==> config.mk <==
export PLATFORM = sky130hd
export DESIGN_NAME = pcs_tx_top
export DESIGN_NICKNAME = d
export VERILOG_FILES = /design/src/hdl/pcs_pkg.sv /design/src/hdl/block_intake.sv /design/src/hdl/gearbox_seq_counter.sv /design/src/hdl/pcs_tx_top.sv /design/src/hdl/tx_gearbox.sv /design/src/hdl/tx_scrambler.sv
export SDC_FILE = /design/constraint.sdc
export NUM_CORES = 1
export LEC_CHECK = 0
export BUFFER_PORTS_ARGS = -buffer_cell sky130_fd_sc_hd__buf_2
export CAP_MARGIN = 10
export CORE_MARGIN = 2
export CORE_UTILIZATION = 25
export CTS_CLUSTER_DIAMETER = 150
export DETAILED_ROUTE_END_ITERATION = 8
export PLACE_DENSITY = 0.38
export SYNTH_ARGS = -nofsm -noshare
export SYNTH_HDL_FRONTEND = slang
export SYNTH_SLANG_ARGS = --single-unit
==> constraint.sdc <==
create_clock -name i_clk -period 5.4 [get_ports i_clk]
set_input_delay 1.35 -clock i_clk [delete_from_list [all_inputs] [get_ports i_clk]]
set_output_delay 1.35 -clock i_clk [all_outputs]
set_load 0.005 [all_outputs]
==> src/hdl/pcs_pkg.sv <==
package pcs_pkg;

    // Widths fixed by 64b/66b and the 32-bit transceiver interface
    localparam int DATA_WIDTH     = 32;    // Output word, one block half
    localparam int HEADER_WIDTH   = 2;     // Sync header
    localparam int SEQUENCE_WIDTH = 6;     // Gearbox sequence value
    localparam int SEQ_LAST       = 32;    // Loading pauses on this value

    typedef logic [DATA_WIDTH-1:0]     word_t;     // Half block or output word
    typedef logic [HEADER_WIDTH-1:0]   header_t;   // Sync header
    typedef logic [2*DATA_WIDTH-1:0]   payload_t;  // Block payload
    typedef logic [SEQUENCE_WIDTH-1:0] gb_seq_t;   // Gearbox sequence

    // Sync header codes, bit 0 goes on the line first
    localparam header_t SYNC_DATA = 2'b01;
    localparam header_t SYNC_CTRL = 2'b10;

    // Idle control block: type 1E, eight zero control codes
    localparam payload_t IDLE_PAYLOAD = 64'h0000_0000_0000_001E;

    // x^58 + x^39 + 1, as taps into the history of scrambled bits
    localparam int SCR_TAP_A = 38;
    localparam int SCR_TAP_B = 57;

    // Four-phase intake handshake
    typedef enum logic [1:0] {
        IDLE,           // Ack low, waiting for req
        HOLD,           // Req seen, holding register still full
        WAIT_REQ_LOW    // Ack high until req drops
    } intake_state_t;

endpackage

==> src/hdl/block_intake.sv <==
`timescale 1ns/10ps

module block_intake import pcs_pkg::*; (
    input  logic     i_clk,
    input  logic     i_reset,
    input  logic     i_req,
    input  header_t  i_header,
    input  payload_t i_payload,
    input  logic     i_frame_word,   // High half being loaded
    input  logic     i_pause,
    output logic     o_ack,
    output word_t    o_half_word,
    output header_t  o_header
);

    intake_state_t state;

    header_t  cur_header;    // Block being sent
    payload_t cur_payload;
    header_t  hold_header;   // One-deep holding register
    payload_t hold_payload;
    logic     hold_valid;

    logic retire;            // Current block done after this cycle
    logic free;
    logic accept;

    assign retire = i_frame_word && !i_pause;          // End of odd, non-pause value
    assign free   = !hold_valid || retire;             // Slot empties this cycle
    assign accept = i_req && free && (state != WAIT_REQ_LOW);

    assign o_ack = (state == WAIT_REQ_LOW);

    always_ff @(posedge i_clk) begin
        if (i_reset) begin
            state <= IDLE;
        end else begin
            case (state)
                IDLE: begin
                    if (i_req) begin
                        state <= accept ? WAIT_REQ_LOW : HOLD;   // Back-pressure goes to HOLD
                    end
                end
                HOLD: begin
                    if (accept) begin
                        state <= WAIT_REQ_LOW;
                    end
                end
                WAIT_REQ_LOW: begin
                    if (!i_req) begin
                        state <= IDLE;   // Ack drops once req seen low
                    end
                end
                default: state <= IDLE;
            endcase
        end
    end

    // Holding register valid flag, a new block wins over retirement
    always_ff @(posedge i_clk) begin
        if (i_reset) begin
            hold_valid <= 1'b0;
        end else if (accept) begin
            hold_valid <= 1'b1;
        end else if (retire) begin
            hold_valid <= 1'b0;
        end
    end

    always_ff @(posedge i_clk) begin
        if (accept) begin
            hold_header  <= i_header;
            hold_payload <= i_payload;
        end
    end

    // Current block, idle inserted when nothing is held
    always_ff @(posedge i_clk) begin
        if (i_reset) begin
            cur_header  <= SYNC_CTRL;
            cur_payload <= IDLE_PAYLOAD;
        end else if (retire) begin
            cur_header  <= hold_valid ? hold_header  : SYNC_CTRL;
            cur_payload <= hold_valid ? hold_payload : IDLE_PAYLOAD;
        end
    end

    assign o_half_word = i_frame_word ? cur_payload[DATA_WIDTH +: DATA_WIDTH]
                                      : cur_payload[0 +: DATA_WIDTH];
    assign o_header    = cur_header;   // Never scrambled

endmodule

==> src/hdl/gearbox_seq_counter.sv <==
`timescale 1ns/10ps

module gearbox_seq_counter import pcs_pkg::*; (
    input  logic    i_clk,
    input  logic    i_reset,
    output gb_seq_t o_seq,     // 0 to SEQ_LAST
    output logic    o_pause    // No load this cycle
);

    gb_seq_t count;

    // 33 values per 16 blocks, so 1056 bits fit 33 words
    always_ff @(posedge i_clk) begin
        if (i_reset) begin
            count <= '0;
        end else if (count == gb_seq_t'(SEQ_LAST)) begin
            count <= '0;   // Wrap after the pause cycle
        end else begin
            count <= count + 1'b1;
        end
    end

    assign o_seq   = count;
    assign o_pause = (count == gb_seq_t'(SEQ_LAST));

endmodule

==> src/hdl/pcs_tx_top.sv <==
`timescale 1ns/10ps

module pcs_tx_top import pcs_pkg::*; (
    input  logic     i_clk,
    input  logic     i_reset,
    input  logic     i_req,       // Four-phase block request
    input  header_t  i_header,
    input  payload_t i_payload,
    output logic     o_ack,
    output word_t    o_tx_data    // To the transceiver, bit 0 first
);

    gb_seq_t seq;
    logic    pause;
    logic    frame_word;   // High half on this cycle
    word_t   half_word;    // Raw payload half
    word_t   scr_word;
    header_t blk_header;

    block_intake intake_i (
        .i_clk        (i_clk),
        .i_reset      (i_reset),
        .i_req        (i_req),
        .i_header     (i_header),
        .i_payload    (i_payload),
        .i_frame_word (frame_word),
        .i_pause      (pause),
        .o_ack        (o_ack),
        .o_half_word  (half_word),
        .o_header     (blk_header)
    );

    tx_scrambler scrambler_i (
        .i_clk   (i_clk),
        .i_reset (i_reset),
        .i_word  (half_word),
        .i_pause (pause),
        .o_word  (scr_word)
    );

    gearbox_seq_counter seq_counter_i (
        .i_clk   (i_clk),
        .i_reset (i_reset),
        .o_seq   (seq),
        .o_pause (pause)
    );

    tx_gearbox gearbox_i (
        .i_clk         (i_clk),
        .i_reset       (i_reset),
        .i_data        (scr_word),
        .i_header      (blk_header),
        .i_gearbox_seq (seq),
        .i_pause       (pause),
        .o_data        (o_tx_data),
        .o_frame_word  (frame_word)
    );

endmodule

==> src/hdl/tx_gearbox.sv <==
`timescale 1ns/10ps

module tx_gearbox import pcs_pkg::*; (
    input  logic    i_clk,
    input  logic    i_reset,
    input  word_t   i_data,          // Scrambled half
    input  header_t i_header,
    input  gb_seq_t i_gearbox_seq,
    input  logic    i_pause,
    output word_t   o_data,
    output logic    o_frame_word
);

    // Output buffer, low word leaves every cycle
    logic [2*DATA_WIDTH+HEADER_WIDTH-1:0] obuf;
    logic [2*DATA_WIDTH+HEADER_WIDTH-1:0] next_obuf;

    logic    load_header;
    gb_seq_t header_idx;
    gb_seq_t data_idx;

    assign load_header  = !i_gearbox_seq[0];   // Even values carry the header
    assign o_frame_word =  i_gearbox_seq[0];   // Odd values take the high half

    // Residue of earlier blocks fills bits below the sequence value
    assign header_idx = i_gearbox_seq;
    assign data_idx   = load_header ? i_gearbox_seq + gb_seq_t'(HEADER_WIDTH)
                                    : i_gearbox_seq + 1'b1;

    // Each bit comes from one of three places
    //   new header or data word, loaded over everything else
    //   upper word shifted down into the low word
    //   its own old value, for bits not yet reached
    always_comb begin
        next_obuf = obuf;
        next_obuf[0 +: DATA_WIDTH] = obuf[DATA_WIDTH +: DATA_WIDTH];   // Shift down

        if (!i_pause) begin   // Pause keeps shifting, loads nothing
            for (int gi = 0; gi < 2*DATA_WIDTH+HEADER_WIDTH; gi++) begin
                if (load_header && gi >= header_idx && gi < header_idx + HEADER_WIDTH) begin
                    next_obuf[gi] = i_header[gi - header_idx];
                end
                if (gi >= data_idx && gi < data_idx + DATA_WIDTH) begin
                    next_obuf[gi] = i_data[gi - data_idx];   // D0 or D32 onward
                end
            end
        end
    end

    always_ff @(posedge i_clk) begin
        if (i_reset) begin
            obuf <= '0;
        end else begin
            obuf <= next_obuf;
        end
    end

    // Low word of the next buffer, no gap cycles on the line
    assign o_data = next_obuf[0 +: DATA_WIDTH];

endmodule

==> src/hdl/tx_scrambler.sv <==
`timescale 1ns/10ps

module tx_scrambler import pcs_pkg::*; (
    input  logic  i_clk,
    input  logic  i_reset,
    input  word_t i_word,    // Raw payload half
    input  logic  i_pause,
    output word_t o_word     // Scrambled half, same cycle
);

    // Last 58 scrambled bits, bit 0 is the newest
    logic [SCR_TAP_B:0] scr_state;
    logic [SCR_TAP_B:0] scr_next;
    logic [SCR_TAP_B:0] hist;       // Running history inside the loop
    logic               scr_bit;

    // Serial form unrolled over 32 bits, bit 0 first on the line
    always_comb begin
        hist = scr_state;
        for (int i = 0; i < DATA_WIDTH; i++) begin
            // 39 and 58 bits back in the scrambled stream
            scr_bit   = i_word[i] ^ hist[SCR_TAP_A] ^ hist[SCR_TAP_B];
            o_word[i] = scr_bit;
            hist      = {hist[SCR_TAP_B-1:0], scr_bit};
        end
        scr_next = hist;
    end

    // Frozen on pause so payload bits stay in step with the gearbox
    always_ff @(posedge i_clk) begin
        if (i_reset) begin
            scr_state <= '0;
        end else if (!i_pause) begin
            scr_state <= scr_next;
        end
    end

endmodule

Word-level counts from Yosys, hierarchy flattened
Index checks and enable logic that the tools add are counted.

operators by class
  $add $sub $neg = 132
  order comparisons = 382
  equal/unequal tests = 7
  mux-type cells = 396
  bitwise operators = 65
  reduce and logical (&&, ||, !) cells = 265

operators by type and width
  kind                   count
  $lt A32 B2 Y1 const B  64
  $lt A32 B6 Y1 const B  64
  $lt A6 B32 Y1 const A  64
  $lt A5 B32 Y1 const A  32
  $lt A4 B32 Y1 const A  16
  $sub A6 B6 Y7 const A  64
  $ge A6 B6 Y1 const A   62
  $mux W1                322
  $bmux W1 S5            64
  $lt A3 B32 Y1 const A  8
  $sub A5 B6 Y7 const A  32
  $logic_and A1 B1 Y1    193
  $ge A5 B6 Y1 const A   32
  $lt A1 B32 Y1 const A  4
  $lt A2 B32 Y1 const A  4
  $sub A4 B6 Y7 const A  16
  $ge A4 B6 Y1 const A   16
  $reduce_bool A2 Y1     33
  $mux W32               2
  $mux W64               1
  $reduce_and A2 Y1      32
  $xor A1 B1 Y1          64
  $sub A3 B6 Y7 const A  8
  $ge A3 B6 Y1 const A   8
  other kinds (22)       42

word-level totals
  bits in registers = 231
  word-level logic and storage cells = 1,287

Depth between registers and ports, before layout
Gate-level depths: netlist (run 1).

  depth in word-level cells = 9
  mapped depth = 17
  depth with buffers taken out = 11

Modules after synthesis
A second synthesis (run 1) with hierarchy kept.

unflattened totals
  cell total of the unflattened synthesis = 1,713
  area, all modules = 15,690.0 um^2

modules (own cells, without submodules)
  module               times used  cells each  area an instance (um^2)
  tx_gearbox           1           942         7,075.5
  block_intake         1           412         5,226.3
  tx_scrambler         1           330         3,128.0
  gearbox_seq_counter  1           29          260.2

Worst setup path before layout (run 1)
No wires, ideal clock.

  kind = register to register
  start point = reg seq_counter_i.count[0], in the netlist seq_counter_i.o_seq[0]
  end point = reg intake_i.hold_header[0] (enable)
  arrival time = 5.080 ns
  data required time = 4.888 ns
  slack = -0.193 ns
  cell stages (with the launch flop) = 9
  buffers on the path = 6
  clock period less this slack = 5.593 ns
  path through = dfxtp_1 -> buf_6 -> buf_6 -> buf_4 -> clkbuf_1 -> clkbuf_1 -> nand2_1 -> clkbuf_1 -> a21oi_1

on the way
  longest elaborated chain between the ends = 6

RTL lines
  element                             RTL line                   text
  start, declared                     gearbox_seq_counter.sv:10  gb_seq_t count;
  start signal, assigned              gearbox_seq_counter.sv:19  count <= count + 1'b1;
  $eq A6 B6 Y1                        gearbox_seq_counter.sv:24  assign o_pause = (count == gb_seq_t'(SEQ_LAST));
  $logic_not A1 Y1                    n/a
  $logic_and A1 B1 Y1 *               block_intake.sv:28         assign retire = i_frame_word && !i_pause;
  $logic_or A1 B1 Y1 *                block_intake.sv:29         assign free = !hold_valid || retire;
  $logic_and A1 B1 Y1 * (2 in a row)  block_intake.sv:30         assign accept = i_req && free && (state != WAIT_REQ_LOW);
  net intake_i.accept                 block_intake.sv:26         logic accept;
  end signal, assigned                block_intake.sv:72         hold_header <= i_header;
  end, declared                       block_intake.sv:20         header_t hold_header;

The timed path passes the listed nets; every way through them passes the cells marked *.
A chain may end at the register's enable or synchronous reset.

Worst setup path after layout (run 1)
  start point = reg seq_counter_i.count[1], in the netlist seq_counter_i.o_seq[1]
  end point = out o_tx_data[21]

on the way
  longest elaborated chain between the ends = 7
  elaborated cells between the ends (all ways) = 19

RTL lines
  element                                                RTL line                            text
  $add A6 B2 Y6 / $add A6 B1 Y6 (equally long branches)  tx_gearbox.sv:27, tx_gearbox.sv:28
  $mux W6                                                tx_gearbox.sv:27                    assign data_idx = load_header ? i_gearbox_seq + gb_seq_t'(HEADER_WIDTH)
  $add A6 B6 Y7 / $sub A5 B6 Y7 (equally long branches)  tx_gearbox.sv:43, tx_gearbox.sv:44
  $lt A5 B32 Y1 / $bmux W1 S5 (equally long branches)    tx_gearbox.sv:43, tx_gearbox.sv:44
  $logic_and A1 B1 Y1 / $mux W1 (equally long branches)  tx_gearbox.sv:43, tx_gearbox.sv:44
  $mux W1                                                tx_gearbox.sv:43                    if (gi >= data_idx && gi < data_idx + DATA_WIDTH) begin
  $mux W32 *                                             tx_gearbox.sv:38                    if (!i_pause) begin
  end, declared                                          pcs_tx_top.sv:10                    output word_t o_tx_data

Mark *: on every way between the ends. The rest lies on a longest branch, timed or not. The select of a mux whose other input is x is not followed.

==> results.toml, run 1 <==
[yosys]
synth_seq_cells = 231
synth_edf_count = 66
synth_area_um2 = 14200
netlist-cell-type-count = 69
ys_seq_area_share_pct = 37.3
async_flop_share_pct = 0
syn_inst = 1580
synth_warnings = 0
syn_avg_cell_area_um2 = 8.98
synthFlopType = "dfxtp_1"
synth_nets = 1661

[place]
gp_congestion = 0.932
dp_slack_ns = 0.337
placement.io_buffers = 101
place_area_um2 = 15800
dp_cells = 2394
dpl.hpwl_mm = 44.7

[outcome]
outcome = "finished clean"

[worst_setup_path]
worstRegToRegCells = 10
path_class = "reg2out"
cp.arrival_ns = 3.91
cp.required_ns = 4.05
crit_chain = "buf_4 > ha_1 > mux2i_4 > xnor2_4 > buf_4 > nor2_1 > buf_4 > xnor2_2 > mux2i_1 > mux2i_1 > mux2i_1 > buf_2"
startpoint_type = "flop"
slowest_stage = "dfxtp_1"
max_stage_delay_ns = 0.44
crit_buf_inv = 4
reg2reg_from = "seq_counter_i.o_seq[1]"
critPathMaxFanout = 11
r2r_end = "gearbox_i.obuf[60]"
rrSetupSlack_ns = 1.64
cp-end-kind = "primary output"
critPathTopFamily = "multiplexers"

[layout]
areaGrowthSynthToFinish_pct = 19.3
diodes = 0
layout-drive-gt1-share_pct = 20.6
final_common_cell = "nand2_1"
nNetsFinal = 1752
layout.cells.most_common_list = "195 x nand2_1, 163 x dfxtp_1, 151 x a21oi_1, 129 x nor2_1, 100 x buf_2"
fin_util_pct = 30.1
final_cells = 2449
stdcell_area_um2 = 16900

[global_route]
grt_pass1_wl_mm = 88.7
antenna_found_initial = 0
grt_pass1_vias = 12900
track_usage_pct = 20.0
gr-total-overflow = 0
grt_max_degree = 91

[clock_tree]
cts_tree = "yes"
htreeDepth = 1
clock_latency_ns = 0.59
clk_pin_slew_worst_paths_ns = 0.06
cts-root-buf = "clkbuf_16"
cts_sinks = 231
cts.path.max_buffers = 3
cts_buffers = 28

[sta]
setup_viol = 0
hold_viol = 0
fin_hold_ws_ns = 0.445
final.min_clock_period_ns = 5.26
finalMaxSlewViolations = 0
fmax_mhz = 190
min_period_over_period_pct = 97.4
fin_ws_ns = 0.141
skew_ns = 0.0254
slew_headroom_pct = 27.4
setup_tns_ns = 0
rsz0062_at_grt = "no"
tightest_slew_ns = 1.09

[routing]
route.detailed.drc = 0
drt_iter0_drc = 1111
drt_wl_total_mm = 60.1
via_count = 12900
postRouteAntennaNets = 0
via_per_inst = 5.27
drtPass1Iterations = 7
routedWlPerCell_um = 24.5

[die]
io_pins = 102
initial_utilization_pct = 25.2
coreArea_um2 = 56300
dieHeight_um = 242
std_cell_rows = 87
dieArea_um2 = 58600
die_width_um = 242

[pwr]
p_leak_nw = 6.07
total_power_mw = 5.67
peakVddDrop_mv = 0.279
p_per_area_nw_per_um2 = 335

[min_path]
min_from = "intake_i.state[1]"
hold_class = "reg2reg"
hold_depth = 1
holdPathEnd = "intake_i.state[0]"

[flow_run]
cap_violations = 0
-- metal layers --
metal	GRT usage, %	share of wire (%)	wire, µm	vias up
li1	-	-	-	6013
met1	26.6	45	26800	6399
met2	33.9	48	28800	411
met3	2.34	4.2	2520	78
met4	5.77	3.1	1860	0
met5	0	0	0	-
-- cells by family after synthesis --
family                   share of synthesized area [%]
buffers and inverters                             4.16
AND/OR/NAND/NOR                                   16.3
adder cells (fa/ha/maj)                           1.06
multiplexers                                      16.2
XOR/XNOR                                          6.54
AO/OA/AOI/OAI                                     18.5
flip-flops                                        37.3
-- cells in the mapped netlist, types with 9 or more instances --
cell       number  share of area [%]
edfxtp_1       66                 14
mux2i_1       106                7.5
xnor2_1        82                5.1
ha_1           12                1.1
a21oi_1       152                5.4
o21ai_0        47                1.7
o221ai_1       22                1.4
o211ai_1       23                1.2
nor3_1         30                1.1
mux4_2         39                6.2
inv_1          16               0.42
nand3_1        87                3.1
xor2_1         17                1.0
nor2_1        131                3.5
nor3b_1        12               0.64
and3_1          9               0.40
nand2b_1       16               0.71
a211oi_1       51                2.7
a221oi_1       16               0.99
a31oi_1        12               0.53
mux2_2         30                2.4
nand4_1         9               0.40
nor2b_1        10               0.44
a2111oi_0      11               0.68
buf_2          18               0.64
nand2_1       196                5.2
dfxtp_1       165                 23
buf_1          17               0.45
clkbuf_1       82                2.2
-- layout make-up --
class                      count  area (µm²)
clock buffer                  46         818
clock inverter                 6         110
fill                        6033       39400
inverter                      18        67.6
multi-input combinational   1207        8510
sequential                   231        5290
tap                          756         946
timing repair buffer         185        1170
-- flip-flops by register name (all words and copies together), names as in the netlist --
signal	cells
gearbox_i.obuf	32
scrambler_i.scr_state	58
intake_i.hold_valid	1
intake_i.o_header	2
intake_i.state	2
intake_i.hold_header	2
seq_counter_i.o_seq	6
intake_i.hold_payload	64
intake_i.cur_payload	64
-- how the worst max path moves through the flow --
| stage | to | slack, ns | start | depth (start not counted) |
|---|---|---|---|---|
| after floorplan | o_tx_data[13] | 0.001 | seq_counter_i.o_seq[1] | 16 |
| after global placement | o_tx_data[30] | 0.36 | seq_counter_i.o_seq[0] | 9 |
| after detailed placement | o_tx_data[30] | 0.34 | seq_counter_i.o_seq[0] | 9 |
| after CTS | o_tx_data[23] | 0.02 | seq_counter_i.o_seq[0] | 10 |
| after global routing | o_tx_data[13] | 0.006 | seq_counter_i.o_seq[1] | 11 |
| final | o_tx_data[21] | 0.14 | seq_counter_i.o_seq[1] | 12 |
-- power by group --
part	leakage, nW	internal, mW	switching (mW)	total [mW]
Combinational	3.65	0.691	1.07	1.76
Clock	0.449	1.13	0.798	1.93
Sequential	1.97	1.90	0.0759	1.98
Total	6.07	3.73	1.94	5.67
-- repair_timing --
action                     CTS  global route
hold buffers                 0             0
setup buffers                0             3
pin swaps                    0             1
setup endpoints to repair   15            17
cloned                       0             0
gates resized for setup     19             9
(Power assumes the default switching activity.)
==> run 2, diff against run 1 <==
--- a/config.mk
+++ b/config.mk
@@ -14,4 +14,5 @@
 export PLACE_DENSITY = 0.38
 export SYNTH_ARGS = -nofsm -noshare
 export SYNTH_HDL_FRONTEND = slang
+export SYNTH_HIERARCHICAL = 1
 export SYNTH_SLANG_ARGS = --single-unit
==> results.toml, run 2 <==
[outcome]
outcome = "finished clean"

[yosys]
yosysMostFrequentCell = "nand2_1"
synthTopCellsByCount = "173 x nand2_1, 165 x dfxtp_1, 137 x a21oi_1, 126 x nor2_1, 110 x mux2i_1"
synth_area_um2 = 15700
synth_seq_cells = 231
syn_avg_cell_area_um2 = 9.16
ys_top_cells_by_area = "dfxtp_1 21%, edfxtp_1 13%, mux2i_1 7.0%"
async_flop_share_pct = 0
netlist-cell-type-count = 97
synth_top_area_cell = "dfxtp_1"
synth_nets = 1800
syn_inst = 1713
synth_edf_count = 66
ys_seq_area_share_pct = 33.7
synthFlopType = "dfxtp_1"
synth_top_area_share_pct = 21.1
synth_warnings = 6

[global_route]
gr-total-overflow = 0
grt_max_degree = 157
antenna_found_initial = 0
grt_pass1_wl_mm = 91.2
grt_pass1_vias = 13500
track_usage_pct = 18.8

[place]
gp_congestion = 0.947
placement.io_buffers = 101
dpl.hpwl_mm = 44.8
dp_slack_ns = 0.375

[worst_setup_path]
worstRegToRegCells = 9
critPathLaunch = "seq_counter_i/o_seq[0]"
crit_chain = "buf_16 > mux2_2 > xnor2_1 > xnor2_1 > mux2i_1 > mux4_2 > mux2i_1 > buf_4 > o22a_1 > o22a_1 > buf_2"
r2r_end = "gearbox_i/obuf[61]"
cp.arrival_ns = 3.95
rrSetupSlack_ns = 1.48
max_stage_delay_ns = 0.54
path_class = "reg2out"
startpoint_type = "flop"
critPathMaxFanout = 41
cp-end-kind = "primary output"
endpoint = "o_tx_data[27]"
reg2reg_from = "seq_counter_i/o_seq[4]"
cp.required_ns = 4.05
slowest_stage = "mux4_2"

[die]
coreArea_um2 = 61800
die_width_um = 255
dieArea_um2 = 64800
io_pins = 102
dieHeight_um = 255
initial_utilization_pct = 25.4
std_cell_rows = 91

[sta]
min_period_over_period_pct = 98.2
fin_ws_ns = 0.0984
final.min_clock_period_ns = 5.30
slew_headroom_pct = 25.5
setup_viol = 0
fin_hold_ws_ns = 0.450
rsz0062_at_grt = "yes"
finalMaxSlewViolations = 0
skew_ns = 0.0144
tightest_slew_ns = 1.11
fmax_mhz = 189
hold_viol = 0

[routing]
drt_iter0_drc = 1120
route.detailed.drc = 0
routedWlPerCell_um = 23.4
drtPass1Iterations = 8
via_per_inst = 5.22
postRouteAntennaNets = 0
drt_wl_total_mm = 61.5
via_count = 13700

[pwr]
p_sw_mw = 2.05
total_power_mw = 5.87
p_sw_share_pct = 35.0
p_per_area_nw_per_um2 = 318
p_clk_share_pct = 34.3
internal-power_mw = 3.81
peakVddDrop_mv = 0.212
p_seq_share_pct = 34.0
p_leak_nw = 6.43
pwr-share-comb_pct = 31.7

[clock_tree]
cts_tree = "yes"
cts-root-buf = "clkbuf_16"
clk_pin_slew_worst_paths_ns = 0.06
cts.path.max_buffers = 3
clock_latency_ns = 0.61
htreeDepth = 1
cts_sinks = 231
cts_buffers = 30

[layout]
top_regs = "intake_i/cur_payload: 64 flops, intake_i/hold_payload: 64 flops, scrambler_i/scr_state: 58 flops"
nNetsFinal = 1860
areaGrowthSynthToFinish_pct = 17.5
diodes = 0
final_common_cell = "nand2_1"
layout-drive-gt1-share_pct = 26.1
layout.cells.most_common_list = "173 x nand2_1, 161 x dfxtp_1, 136 x a21oi_1, 124 x nor2_1, 102 x mux2i_1"

[min_path]
hold_class = "reg2reg"

[flow_run]
cap_violations = 0
## run 2: cell count changes in the layout (fill, tap and decap cells not counted), sizes merged, moves of 21 or more
cell	previous run	this run
or4	0	33
mux2	30	51
a211oi	52	19
nand2	196	173
nand4b	1	32
o21ai	49	83
## run 2: how the worst min path moves through the flow
stage                        startpoint                  endpoint  slack [ns]  cells past startpoint
2_1_floorplan  intake_i/cur_payload[63]  intake_i/cur_payload[63]        0.43                      2
3_3_place_gp   intake_i/cur_payload[54]  intake_i/cur_payload[54]        0.44                      2
3_5_place_dp   intake_i/cur_payload[63]  intake_i/cur_payload[63]        0.44                      2
4_1_cts        intake_i/cur_payload[21]  intake_i/cur_payload[21]        0.45                      2
5_1_grt        intake_i/cur_payload[21]  intake_i/cur_payload[21]        0.47                      2
6_report       intake_i/cur_payload[13]  intake_i/cur_payload[13]        0.45                      2
## run 2: timing repair
| action | in CTS | in global routing |
|---|---|---|
| gates resized for setup | 26 | 47 |
| pin swaps | 4 | 3 |
| hold buffers | 0 | 0 |
| buffers inserted | 5 | 0 |
| endpoints found under the setup margin | 20 | 16 |
## run 2: power by group through the flow
| stage | Clock (mW) | Combinational (mW) | Sequential (mW) |
|---|---|---|---|
| 6_report | 2.01 | 1.86 | 1.99 |
| 5_1_grt | 2.16 | 1.99 | 2.01 |
| 4_1_cts | 2.09 | 1.79 | 1.99 |
| 3_5_place_dp | 0 | 1.75 | 2.02 |
| 3_3_place_gp | 0 | 1.74 | 2.02 |
| 2_1_floorplan | 0 | 1.12 | 2.00 |
## run 2: per-stage QoR
step,TNS [ns],cell area (µm²),std cells,utilization [%]
after floorplan,0,15700,1713,-
after global placement,0,17000,2572,27.5
after detailed placement,0,17000,2573,27.5
after CTS,-0.000132,18100,2634,29.3
after global routing,-0.0317,18400,2634,29.8
final,0,18400,2634,29.8
## run 2: kinds of logic after synthesis
| group | synth area share [%] |
|---|---|
| DFF | 33.7 |
| xor gates and xnor gates | 5.08 |
| and+or+nand+nor | 18.8 |
| buffers and inverters | 6.19 |
| AOI/OAI and AO/OA | 20.0 |
| muxes | 14.8 |
| adders and majority gates | 1.44 |
## run 2: layout make-up
type	instances	area, µm²
inverters	27	104
flip-flops and latches	231	5300
well taps	837	1050
multi-input cells	1309	9880
fillers	6557	43400
repair buffers	174	1120
clock buffers	37	797
clock inverters	19	179
## run 2: critical path, delay by kind of cell (launching register included)
| family | cells | cell delay [ns] |
|---|---|---|
| XOR/XNOR | 2 | 0.56 |
| buffers and inverters | 3 | 0.60 |
| multiplexers | 4 | 1.49 |
| AO/OA/AOI/OAI | 2 | 0.31 |
| flip-flops | 1 | 0.37 |
## run 2: per-layer routing
metal	wire [µm]	vias up	track usage, %
met5	0	-	0
met4	2790	0	7.13
met3	2710	107	2.11
met2	29600	423	32.7
li1	-	6485	-
met1	26400	6728	23.8
